===== src/rtl/fetch_pkg.sv =====
// Physical addresses only; 64-byte lines, 16 sets, 4 ways and at most 4 hardware threads
package fetch_pkg;

    localparam int ADDR_WIDTH = 32;
    localparam int OFFSET_BITS = 6;
    localparam int NUM_SETS = 16;
    localparam int SET_BITS = $clog2(NUM_SETS);
    localparam int TAG_BITS = ADDR_WIDTH - SET_BITS - OFFSET_BITS;
    localparam int NUM_WAYS = 4;
    localparam int MAX_THREADS = 4;

    typedef logic [ADDR_WIDTH-1:0] addr_t;
    typedef logic [SET_BITS-1:0] set_idx_t;
    typedef logic [TAG_BITS-1:0] tag_t;
    typedef logic [$clog2(NUM_WAYS)-1:0] way_idx_t;
    typedef logic [$clog2(MAX_THREADS)-1:0] thread_idx_t;
    typedef logic [MAX_THREADS-1:0] thread_bitmap_t;

    // Decoder to one PC unit
    typedef struct packed {
        logic rollback;
        addr_t rollback_pc;
        logic rewind;
        logic advance;
        logic sleep;
        logic wake;
    } thread_ctrl_t;

    // Arbiter to tag array
    typedef struct packed {
        logic valid;
        thread_idx_t thread;
        addr_t pc;
    } lookup_t;

    // Tag array to compare stage
    typedef struct packed {
        logic valid;
        thread_idx_t thread;
        addr_t pc;
        tag_t [NUM_WAYS-1:0] tags;
        logic [NUM_WAYS-1:0] way_valid;
    } tag_stage_t;

    // Line fill from the memory side
    typedef struct packed {
        logic en;
        way_idx_t way;
        set_idx_t set;
        tag_t tag;
        logic valid;
    } fill_t;

    typedef struct packed {
        logic valid;
        thread_idx_t thread;
        addr_t pc;
        way_idx_t way;
    } fetch_result_t;

    function automatic set_idx_t pc_set(addr_t pc);
        return pc[OFFSET_BITS +: SET_BITS];
    endfunction

    function automatic tag_t pc_tag(addr_t pc);
        return pc[ADDR_WIDTH-1 -: TAG_BITS];
    endfunction

endpackage

===== src/rtl/ifetch_front.sv =====
// NUM_THREADS from 1 to 4; fetch_en and wake_bitmap bits above NUM_THREADS are ignored
module ifetch_front import fetch_pkg::*;
#(
    parameter int    NUM_THREADS = 4,
    parameter addr_t RESET_PC = '0
)
(
    input  logic           clk,
    input  logic           reset,
    input  thread_bitmap_t fetch_en,
    input  logic           rollback_en,
    input  thread_idx_t    rollback_thread,
    input  addr_t          rollback_pc,
    input  fill_t          fill,
    input  thread_bitmap_t wake_bitmap,
    output fetch_result_t  result,
    output logic           miss_en,
    output thread_idx_t    miss_thread,
    output addr_t          miss_pc
);

    thread_ctrl_t thread_ctrl[NUM_THREADS];
    thread_bitmap_t ready_bitmap;
    addr_t pc_array[NUM_THREADS];
    thread_idx_t sel_thread;
    logic sel_fire;
    lookup_t lookup;
    tag_stage_t stage;

    fetch_event_decoder #(
        .NUM_THREADS(NUM_THREADS)
    ) i_fetch_event_decoder (
        .clk,
        .reset,
        .rollback_en,
        .rollback_thread,
        .rollback_pc,
        .miss_en,
        .miss_thread,
        .wake_bitmap,
        .sel_thread,
        .sel_fire,
        .thread_ctrl
    );

    // Threads above NUM_THREADS never request
    for (genvar t = 0; t < MAX_THREADS; t++)
    begin : thread_gen
        if (t < NUM_THREADS)
        begin : pc_gen
            thread_pc_unit #(
                .RESET_PC(RESET_PC)
            ) i_thread_pc_unit (
                .clk,
                .reset,
                .ctrl(thread_ctrl[t]),
                .enable(fetch_en[t]),
                .ready(ready_bitmap[t]),
                .pc(pc_array[t])
            );
        end
        else
        begin : idle_gen
            assign ready_bitmap[t] = 1'b0;
        end
    end

    fetch_thread_arbiter #(
        .NUM_THREADS(NUM_THREADS)
    ) i_fetch_thread_arbiter (
        .clk,
        .reset,
        .ready_bitmap,
        .pc_array,
        .rollback_en,
        .rollback_thread,
        .miss_en,
        .miss_thread,
        .sel_thread,
        .sel_pc(),
        .sel_fire,
        .lookup
    );

    itag_array i_itag_array (
        .clk,
        .reset,
        .lookup,
        .fill,
        .rollback_en,
        .rollback_thread,
        .stage
    );

    itag_compare_stage i_itag_compare_stage (
        .clk,
        .reset,
        .stage,
        .miss_en,
        .miss_thread,
        .miss_pc,
        .result
    );

endmodule


===== src/rtl/itag_compare_stage.sv =====
// Hit if any valid way matches; a line present in two ways reports the highest way
module itag_compare_stage import fetch_pkg::*;
(
    input  logic          clk,
    input  logic          reset,
    input  tag_stage_t    stage,
    output logic          miss_en,
    output thread_idx_t   miss_thread,
    output addr_t         miss_pc,
    output fetch_result_t result
);

    tag_t lookup_tag;
    logic [NUM_WAYS-1:0] hit_oh;
    logic hit;
    way_idx_t hit_way;
    logic result_valid;
    thread_idx_t result_thread;
    addr_t result_pc;
    way_idx_t result_way;

    assign lookup_tag = pc_tag(stage.pc);

    always_comb
    begin
        hit_way = '0;
        for (int w = 0; w < NUM_WAYS; w++)
        begin
            hit_oh[w] = stage.way_valid[w] && stage.tags[w] == lookup_tag;
            if (hit_oh[w])
                hit_way = way_idx_t'(w);
        end
    end

    assign hit = |hit_oh;

    // Miss report goes out in the same cycle as the compare
    assign miss_en = stage.valid && !hit;
    assign miss_thread = stage.thread;
    assign miss_pc = stage.pc;

    always_ff @(posedge clk, posedge reset)
    begin
        if (reset)
            result_valid <= 1'b0;
        else
            result_valid <= stage.valid && hit;
    end

    always_ff @(posedge clk)
    begin
        result_thread <= stage.thread;
        result_pc <= stage.pc;
        result_way <= hit_way;
    end

    assign result.valid = result_valid;
    assign result.thread = result_thread;
    assign result.pc = result_pc;
    assign result.way = result_way;

endmodule


===== src/rtl/itag_array.sv =====
// Tag RAM has one read and one write port per way; fills win over lookups to the same set
module itag_array import fetch_pkg::*;
(
    input  logic        clk,
    input  logic        reset,
    input  lookup_t     lookup,
    input  fill_t       fill,
    input  logic        rollback_en,
    input  thread_idx_t rollback_thread,
    output tag_stage_t  stage
);

    set_idx_t lookup_set;
    logic stage_valid;
    thread_idx_t stage_thread;
    addr_t stage_pc;
    tag_t way_tags[NUM_WAYS];
    logic way_valid[NUM_WAYS];

    assign lookup_set = pc_set(lookup.pc);

    for (genvar w = 0; w < NUM_WAYS; w++)
    begin : way_gen
        tag_t tag_mem[NUM_SETS];
        logic [NUM_SETS-1:0] line_valid;
        logic fill_way;
        logic fill_same_set;

        assign fill_way = fill.en && fill.way == way_idx_t'(w);
        assign fill_same_set = fill_way && fill.set == lookup_set;

        always_ff @(posedge clk)
        begin
            if (fill_way)
                tag_mem[fill.set] <= fill.tag;
        end

        // One valid bit per set, every line invalid after reset
        always_ff @(posedge clk, posedge reset)
        begin
            if (reset)
                line_valid <= '0;
            else if (fill_way)
                line_valid[fill.set] <= fill.valid;
        end

        // Read during write returns the new line
        always_ff @(posedge clk)
        begin
            if (lookup.valid)
            begin
                if (fill_same_set)
                begin
                    way_tags[w] <= fill.tag;
                    way_valid[w] <= fill.valid;
                end
                else
                begin
                    way_tags[w] <= tag_mem[lookup_set];
                    way_valid[w] <= line_valid[lookup_set];
                end
            end
        end
    end

    always_ff @(posedge clk, posedge reset)
    begin
        if (reset)
            stage_valid <= 1'b0;
        else
            stage_valid <= lookup.valid;
    end

    always_ff @(posedge clk)
    begin
        stage_thread <= lookup.thread;
        stage_pc <= lookup.pc;
    end

    // An entry whose thread is redirected this cycle is dropped
    always_comb
    begin
        stage.valid = stage_valid && !(rollback_en && rollback_thread == stage_thread);
        stage.thread = stage_thread;
        stage.pc = stage_pc;
        for (int w = 0; w < NUM_WAYS; w++)
        begin
            stage.tags[w] = way_tags[w];
            stage.way_valid[w] = way_valid[w];
        end
    end

endmodule


===== src/rtl/fetch_thread_arbiter.sv =====
// Picks one ready thread per cycle in round-robin order; no back-pressure from the cache
module fetch_thread_arbiter import fetch_pkg::*;
#(
    parameter int NUM_THREADS = 4
)
(
    input  logic           clk,
    input  logic           reset,
    input  thread_bitmap_t ready_bitmap,
    input  addr_t          pc_array[NUM_THREADS],
    input  logic           rollback_en,
    input  thread_idx_t    rollback_thread,
    input  logic           miss_en,
    input  thread_idx_t    miss_thread,
    output thread_idx_t    sel_thread,
    output addr_t          sel_pc,
    output logic           sel_fire,
    output lookup_t        lookup
);

    thread_idx_t rr_ptr;
    logic squash;

    // Search starts at the pointer and wraps at NUM_THREADS
    always_comb
    begin
        int cand;

        sel_fire = 1'b0;
        sel_thread = '0;
        for (int i = 0; i < NUM_THREADS; i++)
        begin
            cand = int'(rr_ptr) + i;
            if (cand >= NUM_THREADS)
                cand = cand - NUM_THREADS;
            if (!sel_fire && ready_bitmap[cand])
            begin
                sel_fire = 1'b1;
                sel_thread = thread_idx_t'(cand);
            end
        end
    end

    // Next search begins just past the granted thread
    always_ff @(posedge clk, posedge reset)
    begin
        if (reset)
            rr_ptr <= '0;
        else if (sel_fire)
        begin
            if (sel_thread == thread_idx_t'(NUM_THREADS - 1))
                rr_ptr <= '0;
            else
                rr_ptr <= sel_thread + thread_idx_t'(1);
        end
    end

    assign sel_pc = pc_array[sel_thread];

    // Rollback and miss arrive late in the cycle, so a ready thread is still picked
    // and the request is dropped instead
    assign squash = (rollback_en && rollback_thread == sel_thread)
        || (miss_en && miss_thread == sel_thread);

    assign lookup.valid = sel_fire && !squash;
    assign lookup.thread = sel_thread;
    assign lookup.pc = sel_pc;

endmodule


===== src/rtl/thread_pc_unit.sv =====
// One PC per thread; PCs step by 4 bytes, so fetch is one 32-bit instruction per selection
module thread_pc_unit import fetch_pkg::*;
#(
    parameter addr_t RESET_PC = '0
)
(
    input  logic         clk,
    input  logic         reset,
    input  thread_ctrl_t ctrl,
    input  logic         enable,
    output logic         ready,
    output addr_t        pc
);

    logic waiting;

    // Rollback beats rewind, rewind beats advance
    always_ff @(posedge clk, posedge reset)
    begin
        if (reset)
            pc <= RESET_PC;
        else if (ctrl.rollback)
            pc <= ctrl.rollback_pc;
        else if (ctrl.rewind)
            pc <= pc - addr_t'(4);
        else if (ctrl.advance)
            pc <= pc + addr_t'(4);
    end

    // Set on a miss, released by the wake bitmap or a redirect
    always_ff @(posedge clk, posedge reset)
    begin
        if (reset)
            waiting <= 1'b0;
        else if (ctrl.rollback || ctrl.wake)
            waiting <= 1'b0;
        else if (ctrl.sleep)
            waiting <= 1'b1;
    end

    assign ready = enable && !waiting;

endmodule


===== src/rtl/fetch_event_decoder.sv =====
// Rollback and miss thread indices are expected below NUM_THREADS; out-of-range indices are ignored
module fetch_event_decoder import fetch_pkg::*;
#(
    parameter int NUM_THREADS = 4
)
(
    input  logic           clk,
    input  logic           reset,
    input  logic           rollback_en,
    input  thread_idx_t    rollback_thread,
    input  addr_t          rollback_pc,
    input  logic           miss_en,
    input  thread_idx_t    miss_thread,
    input  thread_bitmap_t wake_bitmap,
    input  thread_idx_t    sel_thread,
    input  logic           sel_fire,
    output thread_ctrl_t   thread_ctrl[NUM_THREADS]
);

    thread_idx_t last_sel_thread;

    // The lookup resolving in the compare stage now was selected one cycle ago
    always_ff @(posedge clk, posedge reset)
    begin
        if (reset)
            last_sel_thread <= '0;
        else
            last_sel_thread <= sel_thread;
    end

    always_comb
    begin
        for (int t = 0; t < NUM_THREADS; t++)
        begin
            thread_ctrl[t].rollback = rollback_en && rollback_thread == thread_idx_t'(t);
            thread_ctrl[t].rollback_pc = rollback_pc;

            // Undo the advance taken when the missing fetch was issued
            thread_ctrl[t].rewind = miss_en && last_sel_thread == thread_idx_t'(t);
            thread_ctrl[t].advance = sel_fire && sel_thread == thread_idx_t'(t);

            // Thread sleeps until the fill for its line arrives
            thread_ctrl[t].sleep = miss_en && miss_thread == thread_idx_t'(t);
            thread_ctrl[t].wake = wake_bitmap[t];
        end
    end

endmodule


===== config.mk =====
export PLATFORM = sky130hd
export DESIGN_NAME = ifetch_front
export DESIGN_NICKNAME = d
export VERILOG_FILES = /design/src/rtl/fetch_pkg.sv /design/src/rtl/ifetch_front.sv /design/src/rtl/itag_compare_stage.sv /design/src/rtl/itag_array.sv /design/src/rtl/fetch_thread_arbiter.sv /design/src/rtl/thread_pc_unit.sv /design/src/rtl/fetch_event_decoder.sv
export SDC_FILE = /design/constraint.sdc
export NUM_CORES = 2
export LEC_CHECK = 0
export ABC_AREA = 0
export BUFFER_PORTS_ARGS = -buffer_cell sky130_fd_sc_hd__buf_4
export CORE_ASPECT_RATIO = 0.5
export CORE_MARGIN = 2
export CORE_UTILIZATION = 45
export CTS_BUF_LIST = sky130_fd_sc_hd__clkbuf_4 sky130_fd_sc_hd__clkbuf_8 sky130_fd_sc_hd__clkbuf_16
export DETAILED_ROUTE_END_ITERATION = 8
export SYNTH_ARGS = -nofsm -noshare
export SYNTH_HDL_FRONTEND = slang
export SYNTH_SLANG_ARGS = --single-unit

===== constraint.sdc =====
create_clock -name clk -period 10.69 [get_ports clk]
set_input_delay 0.5345 -clock clk [delete_from_list [all_inputs] [get_ports clk]]
set_output_delay 0.5345 -clock clk [all_outputs]
set_load 0.005 [all_outputs]

== After elaboration in Yosys (flattened, before gate mapping) ==
Memories as Yosys holds them, arrays and structs flattened.
Index checks and enable logic that the tools add are counted.

* Bits in writable memories: 1500
* Word-level logic and storage cells: 265
* Input port bits: 75
* Memories kept: 6
* Flip-flop bits (word level): 272
* Output and inout bits: 72

{| class="wikitable"
|+ Memory list
! memory !! depth !! width !! rd ports !! clocked after memory_dff !! write ports !! RTL line !! source
|-
| i_itag_array.way_gen[0].tag_mem || 16 || 22 || 1 || 0 || 1 || itag_array.sv:24 || <nowiki>tag_t tag_mem[NUM_SETS];</nowiki>
|-
| i_itag_array.way_gen[1].tag_mem || 16 || 22 || 1 || 0 || 1 || itag_array.sv:24 ||
|-
| i_itag_array.way_gen[2].tag_mem || 16 || 22 || 1 || 0 || 1 || itag_array.sv:24 ||
|-
| i_itag_array.way_gen[3].tag_mem || 16 || 22 || 1 || 0 || 1 || itag_array.sv:24 ||
|-
| i_itag_array.way_tags || 4 || 22 || 4 || 0 || 4 || itag_array.sv:17 || <nowiki>tag_t way_tags[NUM_WAYS];</nowiki>
|-
| i_itag_array.way_valid || 4 || 1 || 4 || 0 || 4 || itag_array.sv:18 || <nowiki>logic way_valid[NUM_WAYS];</nowiki>
|}

* Order comparisons: 12
* Equal/unequal tests: 23
* Bitwise gates (word level): 9
* Add/subtract/negate cells: 16
* Muxes and demuxes: 104
* Reduce and logical (&&, ||, !) cells: 73

{| class="wikitable"
|+ Operators by type and width
! operator !! count
|-
| $mux W32 || 18
|-
| $add A32 B3 Y32 const B || 4
|-
| $lt A32 B4 Y1 const B || 4
|-
| $sub A32 B3 Y32 const B || 4
|-
| $ge A32 B4 Y1 const B || 3
|-
| $sub A32 B4 Y32 const B || 3
|-
| $eq A22 B22 Y1 || 4
|-
| $mux W22 || 4
|-
| $bmux W32 S2 || 1
|-
| $bwmux W16 || 4
|-
| $mux W1 || 63
|-
| $logic_and A1 B1 Y1 || 43
|-
| $eq A2 B2 Y1 const B || 10
|-
| $bmux W1 S4 || 4
|-
| $reduce_bool A3 Y1 || 4
|-
| $eq A2 B1 Y1 const B || 5
|-
| $logic_not A1 Y1 || 10
|-
| $logic_not A2 Y1 || 5
|-
| $lt A4 B5 Y1 const B || 2
|-
| $mux W2 || 5
|-
| $bmux W1 S2 || 4
|-
| $or A1 B1 Y1 || 8
|-
| $reduce_bool A2 Y1 || 4
|-
| $add A2 B2 Y3 const B || 2
|-
| 13 further kinds || 19
|}

== Logic depth before layout (Yosys ltp) ==
* Word-level depth: 25
* Mapped depth: 23
* Depth with buffers taken out: 21

== Cells and area by module ==
From an unflattened synthesis, not the netlist that was laid out.

* Cell total of the unflattened synthesis: 4724
* Area, all modules: 77627.0 um^2

{| class="wikitable"
|+ By module, submodules not included
! module !! area each (um^2) !! cells an instance !! times used
|-
| itag_array || 61126.1 || 2851 || 1
|-
| thread_pc_unit || 2932.8 || 338 || 4
|-
| itag_compare_stage || 2030.7 || 198 || 1
|-
| fetch_thread_arbiter || 1559.0 || 172 || 1
|-
| fetch_event_decoder || 1179.9 || 151 || 1
|}

== Worst setup path before layout ==
No wires, ideal clock.

* Kind: input -> register
* Start: in rollback_thread[1]
* End: reg thread_gen[1].pc_gen.i_thread_pc_unit.pc[28]
* Cell stages on the path: 19
* Setup slack: 4177 ps
* Arrival: 6414 ps
* Path buffers: 1
* Cell sequence: clkbuf_1 -> xnor2_1 -> nand3_1 -> nand2_1 -> or2_1 -> nor3b_1 -> ha_1 -> a21oi_1 -> o21bai_1 -> a2111oi_0 -> o211ai_1 -> a221o_1 -> a211oi_1 -> o21ai_1 -> o21ai_0 -> nand2_1 -> a21oi_1 -> xor2_1 -> a311oi_1

* Longest elaborated chain between the ends: 8
* Elaborated cells between the ends (all ways): 11
* Those cells by class: eq/ne: 2; mux: 2; reduce/logical: 7

{| class="wikitable"
|+ Ends and longest elaborated chain
! what !! RTL line !! source
|-
| start: declaration || ifetch_front.sv:12 || <nowiki>input thread_idx_t rollback_thread,</nowiki>
|-
| $eq A2 B2 Y1 || itag_array.sv:83 || <nowiki>stage.valid = stage_valid && !(rollback_en && rollback_thread == stage_thread);</nowiki>
|-
| $logic_and A1 B1 Y1 || itag_array.sv:83 ||
|-
| $logic_not A1 Y1 || itag_array.sv:83 ||
|-
| $logic_and A1 B1 Y1 || itag_array.sv:83 ||
|-
| $logic_and A1 B1 Y1 || itag_compare_stage.sv:38 || <nowiki>assign miss_en = stage.valid && !hit;</nowiki>
|-
| $logic_and A1 B1 Y1 || fetch_event_decoder.sv:39 || <nowiki>thread_ctrl[t].rewind = miss_en && last_sel_thread == thread_idx_t'(t);</nowiki>
|-
| $mux W32 || thread_pc_unit.sv:24 || <nowiki>else if (ctrl.rewind)</nowiki>
|-
| $mux W32 || thread_pc_unit.sv:22 || <nowiki>else if (ctrl.rollback)</nowiki>
|-
| end signal: assignment || thread_pc_unit.sv:23 || <nowiki>pc <= ctrl.rollback_pc;</nowiki>
|-
| end signal: assignment || thread_pc_unit.sv:25 || <nowiki>pc <= pc - addr_t'(4);</nowiki>
|-
| end signal: assignment || thread_pc_unit.sv:27 || <nowiki>pc <= pc + addr_t'(4);</nowiki>
|-
| end: declaration || thread_pc_unit.sv:12 || <nowiki>output addr_t pc</nowiki>
|}

Several ways; a longest one is shown, not always the timed one.
A chain may end at the register's enable or synchronous reset.

== Worst setup path in the final report ==
* Start: reg i_itag_array.stage_pc[30]
* End: reg thread_gen[2].pc_gen.i_thread_pc_unit.pc[28]

* Longest elaborated chain between the ends: 8
* Elaborated cells between the ends (all ways): 15
* Those cells by class: eq/ne: 4; mux: 2; reduce/logical: 9

{| class="wikitable"
|+ Ends and longest elaborated chain
! what !! RTL line !! source
|-
| start: declaration || itag_array.sv:16 || <nowiki>addr_t stage_pc;</nowiki>
|-
| start signal: assignment || itag_array.sv:77 || <nowiki>stage_pc <= lookup.pc;</nowiki>
|-
| $eq A22 B22 Y1 || itag_compare_stage.sv:29 || <nowiki>hit_oh[w] = stage.way_valid[w] && stage.tags[w] == lookup_tag;</nowiki>
|-
| $logic_and A1 B1 Y1 || itag_compare_stage.sv:29 ||
|-
| $reduce_or A4 Y1 (*) || itag_compare_stage.sv:35 || <nowiki>assign hit = |hit_oh;</nowiki>
|-
| $logic_not A1 Y1 (*) || itag_compare_stage.sv:38 ||
|-
| $logic_and A1 B1 Y1 (*) || itag_compare_stage.sv:38 ||
|-
| $logic_and A1 B1 Y1 (*) || fetch_event_decoder.sv:39 ||
|-
| $mux W32 || thread_pc_unit.sv:24 ||
|-
| $mux W32 || thread_pc_unit.sv:22 ||
|-
| end signal: assignment || thread_pc_unit.sv:23 ||
|-
| end signal: assignment || thread_pc_unit.sv:25 ||
|-
| end signal: assignment || thread_pc_unit.sv:27 ||
|-
| end: declaration || thread_pc_unit.sv:12 ||
|}

Every way passes the cells marked *; elsewhere a longest branch is shown, timed or not.

==> impl_summary.txt <==
----------------------------------------------------
[Setup path]
  Worst setup path startpoint ... i_itag_array.stage_pc[30]
  Worst setup path class ... register to register
  Worst Setup End Kind ... register
  Delay-heaviest family, CP ... compound AO/OA/AOI/OAI gates
  End point of the critical path ... thread_gen[2].pc_gen.i_thread_pc_unit.pc[28]
  Number of cells on the worst reg-to-reg path ... 20
  Chain of cells forming the critical path ... xor2_1 -> nor4_1 -> nand4_1 -> nand4_1 -> or2_1 -> nor3b_2 -> buf_4 -> ha_1 -> a21o_1 -> a21oi_1 -> o21bai_1 -> a21o_1 -> a21oi_1 -> o21ai_0 -> o221a_2 -> o211ai_1 -> a2111oi_0 -> or2_2 -> a21oi_1 -> o22a_1
  Kind of start point of the critical path ... register
  Worst r2r dst ... thread_gen[2].pc_gen.i_thread_pc_unit.pc[28]
  Worst Path Required ... 11390 ps
  Number of buffers and inverters on the critical path ... 1
  Critical path depth ... 20
  Most repeated library cell on the critical path ... sky130_fd_sc_hd__a21oi_1
  Register-to-Register Setup Slack ... 4510 ps
  Worst reg2reg startpoint ... i_itag_array.stage_pc[30]
  Library cell contributing the largest single delay on the critical path ... sky130_fd_sc_hd__a2111oi_0
  Critical path arrival ... 6880 ps
  Highest net fanout along the worst path ... 33
  Slowest cell delay on critical path ... 920 ps

[CTS]
  Clk Tree Root Cell ... sky130_fd_sc_hd__clkbuf_16
  Clock tree from TritonCTS ... done
  CTS sink count ... 1772
  Maximum number of buffers from clock root to sink ... 3
  Post-CTS setup buffer count ... 0
  Number of buffers inserted during clock tree synthesis ... 160
  CTS H-Tree Depth ... 4
  Latest clock arrival within the worst-skew pair ... 840 ps
  Clock transition at the register clock pins on the worst setup and hold paths after CTS ... 70 ps

[Timing]
  Worst-Margin Slew ... 1350 ps
  Worst slew margin relative to its limit ... 9.78%
  Fin Setup TNS ... 0 ps
  Worst hold slack across all endpoints ... 47.8 ps
  Final worst path period share ... 57.8%
  Max Clock Skew ... 57.9 ps
  Max-slew violation total from the final report ... 0
  Count of endpoints failing hold in the final timing report ... 0
  Total setup violations reported at the end of the flow ... 0
  RSZ-0062 raised after global routing ... false
  Post-route minimum period ... 6180 ps
  Achievable Freq ... 0.162 GHz

[Synth]
  Fraction of registers with async set or reset after synthesis ... 11.4%
  Warning count from the yosys run ... 0
  Combinational family with the most area after synthesis ... multiplexers
  Post-Syn Area ... 75200 um^2
  Complex-gate fraction of the synthesized area ... 6.00%
  Synthesized-area fraction occupied by adder cells ... 2.04%
  Post-Synth Simple-Gate Area ... 4.86%
  Cell count after synthesis ... 4541
  Average instance area after synthesis ... 16.6 um^2
  Most frequently used flop master after synthesis ... sky130_fd_sc_hd__edfxtp_1
  Mapped Nets ... 4736
  Sequential area share after synthesis ... 68.5%
  Xor and xnor fraction of the mapped netlist area ... 2.22%
  Count of cell types in the netlist ... 76
  Register bit total from synthesis ... 1772
  Number of enable flip-flop cells after synthesis ... 1500
  Mux cell area share after synthesis ... 14.4%

[Floorplanning]
  Initial standard-cell utilization of the core ... 45.1%
  Cell row count ... 106
  Area inside the core boundary ... 167000 um^2
  I/O pin cnt ... 147
  Die W ... 582 um
  Die Ht ... 293 um
  Floorplan die area ... 171000 um^2

[Finish]
  Layout cell share with drive strength beyond 1 ... 22.7%
  Final cell utilization of the core ... 50.8%
  Synth-to-layout area growth ... 12.6%
  Final Instance Count excl. Fillers ... 7059
  Leading cell types in the layout, fill and taps excluded ... sky130_fd_sc_hd__edfxtp_1 (1500), sky130_fd_sc_hd__mux4_2 (349), sky130_fd_sc_hd__nand2_1 (315)
  Nets@finish ... 4901
  Fill cell total of the finished layout ... 13598
  Commonest non-fill, non-tap cell in the layout ... sky130_fd_sc_hd__edfxtp_1

[Power]
  Largest voltage drop on the vdd net ... 0.417 mV
  Leak ... 29.7 nW
  Power density over the cells ... 338 nW/um^2

[Route]
  Total routed wirelength ... 208000 um
  First drt pass iteration count ... 6
  Number of nets with antenna violations after routing ... 0
  Number of DRC violations after detailed routing ... 0
  First DRT Iteration DRCs ... 5049
  Via total after detailed routing ... 42801
  Routed length per placed instance ... 29.5 um
  Vias per Instance ... 6.06

[Global routing]
  Largest net degree at the start of global routing ... 133
  Remaining global-route overflow ... 0
  Initial antenna violation count ... 17
  First-pass GRT wire length ... 299000 um
  Aggregate global-route resource usage ... 24.3%
  Via count of the first global-routing pass ... 41433

[Placed design]
  Buffers added on ports ... 146
  Placed instance count ... 6744
  Global placer's final weighted congestion ... 0.879
  Placed wire-length estimate after detailed placement ... 121000 um

[Run status]
  Result of the run ... finished clean

[Min path]
  Worst min path class ... primary input to register

[Job]
  Maxcap violations ... 0

----------------------------------------------------
==> Yosys cell counts, drive strengths merged (4+ instances only) <==
master	instances	area, um^2
nand4	25	156
nand3b	8	60.1
dfrtp	202	5050
a211oi	10	75.1
mux4	349	7860
mux2	121	1360
clkbuf	131	492
a21oi	191	956
o21a	23	174
nand3	29	145
o21bai	19	143
nor3b	5	37.5
a221oi	75	657
nor2	275	1030
edfxtp	1500	45000
or2	7	43.8
buf	128	871
nand2	315	1180
or3	20	125
xnor2	105	920
a21o	45	338
o21ai	151	756
nor3	32	160
fa	4	80.1
and3	35	219
nand2b	23	144
a21boi	6	45.0
o211ai	5	42.5
mux2i	161	1610
ha	116	1450
a31oi	100	626
or4	4	30.0
a22oi	38	285
inv	35	131
nor2b	18	118
nor4	15	100
o31ai	6	45.0
xor2	86	753
dfxtp	70	1400
==> final cells by class <==
cell class,instances,area [um^2],area share (%)
clock inverter,61,666,0.786
tap,2214,2770,3.27
clock buffer,237,4770,5.63
timing repair buffer,262,2080,2.45
multi-input combinational,2475,22800,26.9
inverter,35,141,0.167
antenna,3,7.51,0.00886
sequential,1772,51500,60.8
==> per-layer routing <==
metal / share of wire [%] / up-vias / global-route usage (%)
met4: 1.6 / 0 / 4.92
met2: 46 / 1866 / 37.8
li1: - / 18244 / -
met1: 44 / 22476 / 35.9
met3: 8.8 / 215 / 4.76
met5: 0 / - / 0
==> state kept, by name, indices dropped and copies added, names as in the netlist, 2 cells and up <==
| name | cells |
|---|---|
| i_fetch_event_decoder.last_sel_thread | 2 |
| i_fetch_thread_arbiter.rr_ptr | 2 |
| i_itag_array.stage_pc | 32 |
| i_itag_array.stage_thread | 2 |
| i_itag_array.way_gen.line_valid | 64 |
| i_itag_array.way_gen.tag_mem | 1408 |
| i_itag_array.way_tags | 88 |
| i_itag_array.way_valid | 4 |
| i_itag_compare_stage.result_pc | 32 |
| i_itag_compare_stage.result_thread | 2 |
| i_itag_compare_stage.result_way | 2 |
| thread_gen.pc_gen.i_thread_pc_unit.pc | 128 |
| thread_gen.pc_gen.i_thread_pc_unit.waiting | 4 |
==> power by group <==
group | internal, W | switching [W] | leakage, nW
clock network | 0.00326 | 0.00264 | 2.72
logic | 0.00581 | 0.00775 | 10.3
registers | 0.00847 | 0.000724 | 16.6
total | 0.0175 | 0.0111 | 29.7
==> logic make-up after synthesis <==
| kind of cell | count (synthesis) |
|---|---|
| buf+inv | 294 |
| xor+xnor | 191 |
| compound gates | 710 |
| mux | 631 |
| simple gates | 823 |
| fa+ha+maj | 120 |
| flops | 1772 |
==> through the flow <==
step	power [W]	setup WS, ps	cell area (um^2)
floorplan	0.0186	4180	75200
global placement	0.0227	4600	79100
detailed placement	0.0228	4530	79100
CTS	0.0287	4530	84700
global route	0.0301	4160	84700
finish	0.0287	4510	84700
==> worst min path at each step <==
stage / startpoint / end / slack, ps / cells past startpoint
2_1_floorplan: i_itag_array.stage_pc[0] / i_itag_compare_stage.result_pc[0] / 330 / 0
3_3_place_gp: i_itag_array.stage_pc[8] / i_itag_compare_stage.result_pc[8] / 340 / 0
3_5_place_dp: i_itag_array.stage_pc[2] / i_itag_compare_stage.result_pc[2] / 340 / 0
4_1_cts: rollback_pc[15] / thread_gen[1].pc_gen.i_thread_pc_unit.pc[15] / 0.4 / 2
5_1_grt: rollback_pc[15] / thread_gen[1].pc_gen.i_thread_pc_unit.pc[15] / 20 / 2
6_report: rollback_pc[15] / thread_gen[1].pc_gen.i_thread_pc_unit.pc[15] / 50 / 2
==> repair_timing <==
action / 4_1_cts / 5_1_grt
gates resized for setup: 0 / 0
hold endpoints to repair: 108 / 0
hold buffers: 14 / 0
Power figures use the tool's default switching activity.
